File: src/include/fht_defines.svh
`ifndef FHT_DEFINES_SVH
`define FHT_DEFINES_SVH

// Transform length, points per row and per column
`define FHT_PTS 8

// Input sample width
`define SAMPLE_W 8

// Width of the words between stages and at the output
`define WORD_W 16

// Coefficients in Q1.14
`define COEF_FRAC 14

// 1.0 in Q1.14
`define COEF_ONE 16384

// sqrt(2) in Q1.14, rounded to nearest
`define COEF_SQRT2 23170

`endif

File: src/design/fht_pkg.sv
`include "fht_defines.svh"

package fht_pkg;

  // Signed input sample
  typedef logic signed [`SAMPLE_W-1:0] sample_t;

  // Transform word, stage to stage and at the output
  typedef logic signed [`WORD_W-1:0] word_t;

  typedef logic signed [15:0] coef_t;  // Q1.14, range about -2..+2

  // cas(2*pi*p/8) = cos + sin, indexed by phase p = n*k mod 8
  // Only 0, +-1 and +-sqrt2 occur for an 8-point kernel
  function automatic coef_t cas_coef(input logic [2:0] phase);
    coef_t c;
    case (phase)
      3'd0: c = coef_t'(`COEF_ONE);     // cos 0 + sin 0
      3'd1: c = coef_t'(`COEF_SQRT2);   // 45 deg
      3'd2: c = coef_t'(`COEF_ONE);     // 90 deg
      3'd4: c = -coef_t'(`COEF_ONE);    // 180 deg
      3'd5: c = -coef_t'(`COEF_SQRT2);  // 225 deg
      3'd6: c = -coef_t'(`COEF_ONE);    // 270 deg
      default: c = '0;                  // 135 and 315 deg cancel
    endcase
    return c;
  endfunction

endpackage

File: src/design/fht_1d_8pt.sv
`timescale 1ns/1ps
`include "fht_defines.svh"

module fht_1d_8pt
  import fht_pkg::*;
#(
  parameter int IN_W = 8  // 8 for the row pass, 16 for the column pass
) (
  input  logic                   sclk,
  input  logic                   rstn,
  input  logic                   in_valid,
  input  logic signed [IN_W-1:0] in_data,
  output logic                   out_valid,
  output word_t                  out_data
);

  localparam int ACC_W = 2 * `WORD_W + 3;  // 32-bit products, 8 terms

  logic [2:0] fill_cnt;  // Position in the group being collected
  logic       load;      // Eighth word of a group arrives
  logic       busy;      // Emit bank is being transformed
  logic [2:0] freq_cnt;  // Output frequency k

  word_t in_word;                   // Input sign-extended to a word
  word_t col_bank  [`FHT_PTS-1];    // Words 0..6, word 7 goes straight through
  word_t emit_bank [`FHT_PTS];

  logic [2:0]                  phase [`FHT_PTS];
  logic signed [2*`WORD_W-1:0] prod  [`FHT_PTS];
  logic signed [ACC_W-1:0]     sum;
  logic signed [ACC_W-1:0]     sum_shr;

  assign in_word = word_t'(in_data);
  assign load    = in_valid && (fill_cnt == 3'(`FHT_PTS - 1));

  always_ff @(posedge sclk or negedge rstn) begin
    if (!rstn) begin
      fill_cnt <= '0;
    end else if (in_valid) begin
      fill_cnt <= fill_cnt + 3'd1;  // Wraps after 8
    end
  end

  // Collect bank, first seven words of a group
  always_ff @(posedge sclk) begin
    if (in_valid && !load) begin
      col_bank[fill_cnt] <= in_word;
    end
  end

  // Whole group moves to the emit bank on the eighth word
  always_ff @(posedge sclk) begin
    if (load) begin
      for (int n = 0; n < `FHT_PTS - 1; n++) begin
        emit_bank[n] <= col_bank[n];
      end
      emit_bank[`FHT_PTS-1] <= in_word;
    end
  end

  // Frequency sequencer, k = 0..7 then idle
  always_ff @(posedge sclk or negedge rstn) begin
    if (!rstn) begin
      busy     <= 1'b0;
      freq_cnt <= '0;
    end else if (load) begin
      busy     <= 1'b1;  // Restart, may land on the last k of the previous group
      freq_cnt <= '0;
    end else if (busy) begin
      freq_cnt <= freq_cnt + 3'd1;
      if (freq_cnt == 3'(`FHT_PTS - 1)) begin
        busy <= 1'b0;
      end
    end
  end

  // One product per point for the current k
  for (genvar n = 0; n < `FHT_PTS; n++) begin : g_prod
    assign phase[n] = freq_cnt * 3'(n);  // n*k mod 8
    assign prod[n]  = emit_bank[n] * cas_coef(phase[n]);
  end

  always_comb begin
    sum = '0;
    for (int n = 0; n < `FHT_PTS; n++) begin
      sum = sum + prod[n];  // Full precision
    end
  end

  assign sum_shr = sum >>> `COEF_FRAC;  // Arithmetic, no rounding

  always_ff @(posedge sclk or negedge rstn) begin
    if (!rstn) begin
      out_valid <= 1'b0;
    end else begin
      out_valid <= busy;
    end
  end

  always_ff @(posedge sclk) begin
    if (busy) begin
      out_data <= sum_shr[`WORD_W-1:0];  // Truncate to 16 bits
    end
  end

  // A new group may only start on the final frequency of the running one
  a_no_emit_overlap: assert property (
    @(posedge sclk) disable iff (!rstn)
    (load && busy) |-> (freq_cnt == 3'(`FHT_PTS - 1))
  );

  // Eight output cycles follow every group
  a_eight_outputs: assert property (
    @(posedge sclk) disable iff (!rstn)
    load |-> ##2 out_valid [*8]
  );

  // and no ninth unless another group arrived
  a_burst_ends: assert property (
    @(posedge sclk) disable iff (!rstn)
    load ##1 (!load) [*8] |-> ##2 !out_valid
  );

endmodule

File: config.mk
export PLATFORM = sky130hd
export DESIGN_NAME = fht_1d_8pt
export DESIGN_NICKNAME = d
export VERILOG_FILES = /design/src/design/fht_pkg.sv /design/src/design/fht_1d_8pt.sv
export VERILOG_INCLUDE_DIRS = /design/src /design/src/include
export SDC_FILE = /design/constraint.sdc
export NUM_CORES = 2
export LEC_CHECK = 0
export ABC_AREA = 1
export BUFFER_PORTS_ARGS = -buffer_cell sky130_fd_sc_hd__buf_2
export CAP_MARGIN = 20
export CORE_MARGIN = 10
export CORE_UTILIZATION = 67
export CTS_BUF_LIST = sky130_fd_sc_hd__clkbuf_4 sky130_fd_sc_hd__clkbuf_8 sky130_fd_sc_hd__clkbuf_16
export DETAILED_ROUTE_END_ITERATION = 7
export PLACE_DENSITY = 0.85
export SYNTH_ARGS = -nofsm -noshare
export SYNTH_HDL_FRONTEND = slang
export SYNTH_SLANG_ARGS = --single-unit
File: constraint.sdc
create_clock -name sclk -period 12.3 [get_ports sclk]
set_input_delay 1.23 -clock sclk [delete_from_list [all_inputs] [get_ports sclk]]
set_output_delay 1.23 -clock sclk [all_outputs]
set_load 0.03 [all_outputs]
==> results.json <==
{
  "cts_made_buffers": 17,
  "critical-path-slowest-cell": "nor2_1",
  "timing.critical_path.arrival_ps": 10710,
  "grt_pass1_vias": 23365,
  "run_status": "complete, no violations",
  "drc": 0,
  "final.setup_skew_ps": 12.44,
  "slew_headroom_pct": 31.49,
  "detail_route.wirelength_mm": 80.82,
  "buffers_inserted_by_post_cts_timing_repair": 0,
  "placeableCoreArea_um2": 46850,
  "yosysWarningCount": 0,
  "antenna_violating_nets_post_route": 0,
  "post_cts_hold_buffer_count": 0,
  "r2r_setup_slack_ps": 1820,
  "fraction_of_final_layout_cells_sized_beyond_drive_strength_1_pct": 4.251,
  "numClockSinks": 144,
  "clock.fmax_ghz": 0.09538,
  "worst_hold_startpoint": "col_bank[6][5]$_DFFE_PP_",
  "critPathLaunchType": "register",
  "report.final.hold_viol_count": 0,
  "count_of_input_and_output_buffers": 27,
  "clk_pin_slew_worst_paths_ps": 70,
  "maxCapViolations": 0,
  "post_cts_resized": 0,
  "grt_antenna_before_repair": 0,
  "floorplan.die.width_um": 238.3,
  "placement.cell_area_um2": 32760,
  "worst_r2r_dst": "out_data[14]$_DFFE_PP_",
  "drt_first_pass_iters": 5,
  "setup-violations-final": 0,
  "place.detailed.instances": 3698,
  "dp_hpwl_mm": 71.23,
  "critical-path-top-delay-family": "adder cells",
  "critPathMaxStageDelay_ps": 680,
  "syn-instance-count": 3082,
  "routabilityCongestion": 1.079,
  "synth.distinct_cells": 41,
  "htree_num_levels": 4,
  "cpMostUsedCell": "fa_1",
  "postSynthRegisterBits": 144,
  "kind_of_critical_path": "register to register",
  "syn-cell-area_um2": 31930,
  "worst-slew-pin-transition_ps": 1024,
  "crit_path_buffers_inverters": 7,
  "grt_max_degree": 60,
  "grt_util_all_layers_pct": 30.35,
  "grt_pass1_wl_mm": 129.0,
  "route.detailed.vias_per_inst": 5.475,
  "overall_via_count_from_detail_route": 20461,
  "globalRoute.totalOverflow": 0,
  "worstPathMaxFanout": 13,
  "cts_tree": "done",
  "crit-reg2reg-launch": "freq_cnt[0]$_DFFE_PN0P_",
  "min_delay_path_class": "register to register",
  "r2r.worst_path.cells": 31,
  "minimum_clock_period_ps": 10480,
  "design_area_um2": 33430,
  "initial_core_util_pct": 68.14,
  "hold-path-cell-count": 0,
  "worst-endpoint-required_ps": 12530,
  "worst_setup_path_end_kind": "register",
  "seq_area_frac_synth_pct": 13.42,
  "syn_to_final_growth_pct": 4.722,
  "final_max_slew_viol_count": 0,
  "detail_route.iter0.violations": 1561,
  "rsz0062_at_grt": "false",
  "core.rowCount": 79,
  "final_net_count": 4325,
  "io-pin-count": 28,
  "final.period_utilization_pct": 85.24,
  "synth.net_count": 4291,
  "whs_endpoint": "emit_bank[1][37]$_DFFE_PP_",
  "clock_root_cell": "clkbuf_16",
  "worstSkewPairLatency_ps": 470,
  "layout.cells.non_filler": 3737,
  "cts-root-to-sink-buffers": 2,
  "post_synthesis_average_cell_area_um2": 10.36,
  "die_h_um": 238.3,
  "fp.dieArea_um2": 56780,
  "avgRoutedWirePerCell_um": 21.63,
  "total_negative_setup_slack_ps": 0
}
-- synth_stat cells --
master	n	area [um^2]
a21o_1	1	7.510
a21oi_1	37	185.2
a21oi_2	1	8.760
and2_1	1	6.260
buf_2	4	20.02
buf_4	2	15.01
buf_6	1	11.26
clkbuf_1	19	71.32
clkinv_1	1	3.750
conb_1	2	7.510
dfrtp_1	8	200.2
edfxtp_1	136	4084
fa_1	739	14790
ha_1	459	5743
inv_1	1083	4065
inv_2	9	33.78
inv_4	1	6.260
mux2_2	1	11.26
nand2_1	239	897.1
nand2_2	11	68.82
nand2_4	3	33.78
nand3_1	35	175.2
nand3_2	1	10.01
nand4_1	4	25.02
nor2_1	189	709.4
nor2_2	7	43.79
nor2_4	3	33.78
nor2_8	2	40.04
nor3_1	5	25.02
nor3_2	3	30.03
nor4_1	1	6.260
nor4_2	1	12.51
o211ai_4	1	21.27
o21ai_0	14	70.07
o21ai_1	4	20.02
o21ai_2	2	17.52
o21bai_1	4	30.03
or2_1	1	6.260
or2_2	14	87.58
xnor2_1	14	122.6
xor2_1	19	166.4
-- area by class of cell --
| type | count | area [um^2] |
|---|---|---|
| Fill cell | 3275 | 13420 |
| Inverter | 1094 | 4109 |
| Clock buffer | 17 | 425.4 |
| Sequential cell | 144 | 4284 |
| Tap cell | 607 | 759.5 |
| Clock inverter | 15 | 166.4 |
| Timing Repair Buffer | 41 | 271.5 |
| Antenna cell | 1 | 2.502 |
| Multi-Input combinational cell | 1818 | 23420 |
-- metrics by stage --
stage	worst slack, ps	util, %	hold WS, ps
floorplan	3056	-	400.3
global placement	2123	69.91	401.2
detailed placement	2023	69.93	404.5
CTS	2011	71.19	418.5
global route	1397	71.36	422.8
finish	1816	71.36	419.0
-- cells by family after synthesis --
| group | after synthesis | synth area share (%) |
|---|---|---|
| other | 2 | 0.02352 |
| AOI/OAI and AO/OA | 64 | 1.129 |
| adders and majority gates | 1198 | 64.33 |
| buffers and inverters | 1120 | 13.24 |
| DFF | 144 | 13.42 |
| xor gates and xnor gates | 33 | 0.9053 |
| and+or+nand+nor | 520 | 6.925 |
| muxes | 1 | 0.03527 |
-- routing by layer --
layer  track usage [%]  wire length [um]  vias to the layer above
met5                 0               141                        -
met4             14.68              4347                        2
met3             7.538              6874                      237
met2             49.85             39410                      883
met1             37.23             30050                    10417
li1                  -                 -                     8922
-- sequential cells by signal, summed over array words and instances (netlist names) --
signal,cells
emit_bank,64
col_bank,56
out_data,16
fill_cnt,3
freq_cnt,3
busy,1
out_valid,1
-- how the worst max path moves through the flow --
stage,startpoint,end,depth (start not counted)
floorplan,freq_cnt[0]$_DFFE_PN0P_,out_data[1]$_DFFE_PP_,32
global placement,freq_cnt[2]$_DFFE_PN0P_,out_data[14]$_DFFE_PP_,30
detailed placement,freq_cnt[0]$_DFFE_PN0P_,out_data[1]$_DFFE_PP_,30
CTS,freq_cnt[1]$_DFFE_PN0P_,out_data[13]$_DFFE_PP_,30
global route,freq_cnt[0]$_DFFE_PN0P_,out_data[14]$_DFFE_PP_,31
finish,freq_cnt[0]$_DFFE_PN0P_,out_data[14]$_DFFE_PP_,31
-- cells in the final DEF (no fill, tap or decap), types with 4 or more instances in the layout --
cell / netlist / layout
inv_1: 1083 / 1082
fa_1: 739 / 739
ha_1: 459 / 459
nand2_1: 239 / 239
nor2_1: 189 / 189
edfxtp_1: 136 / 136
a21oi_1: 37 / 37
nand3_1: 35 / 35
buf_2: 4 / 27
xor2_1: 19 / 19
clkbuf_16: 0 / 17
xnor2_1: 14 / 14
or2_2: 14 / 14
o21ai_0: 14 / 14
nand2_2: 11 / 11
inv_2: 9 / 10
buf_4: 2 / 10
dfrtp_1: 8 / 8
nor2_2: 7 / 7
nor3_1: 5 / 5
inv_8: 0 / 5
nand4_1: 4 / 4
o21ai_1: 4 / 4
o21bai_1: 4 / 4
inv_6: 0 / 4
Power is not shown: default switching activity piles up to over one toggle a cycle in this logic, so the estimate is an artifact.
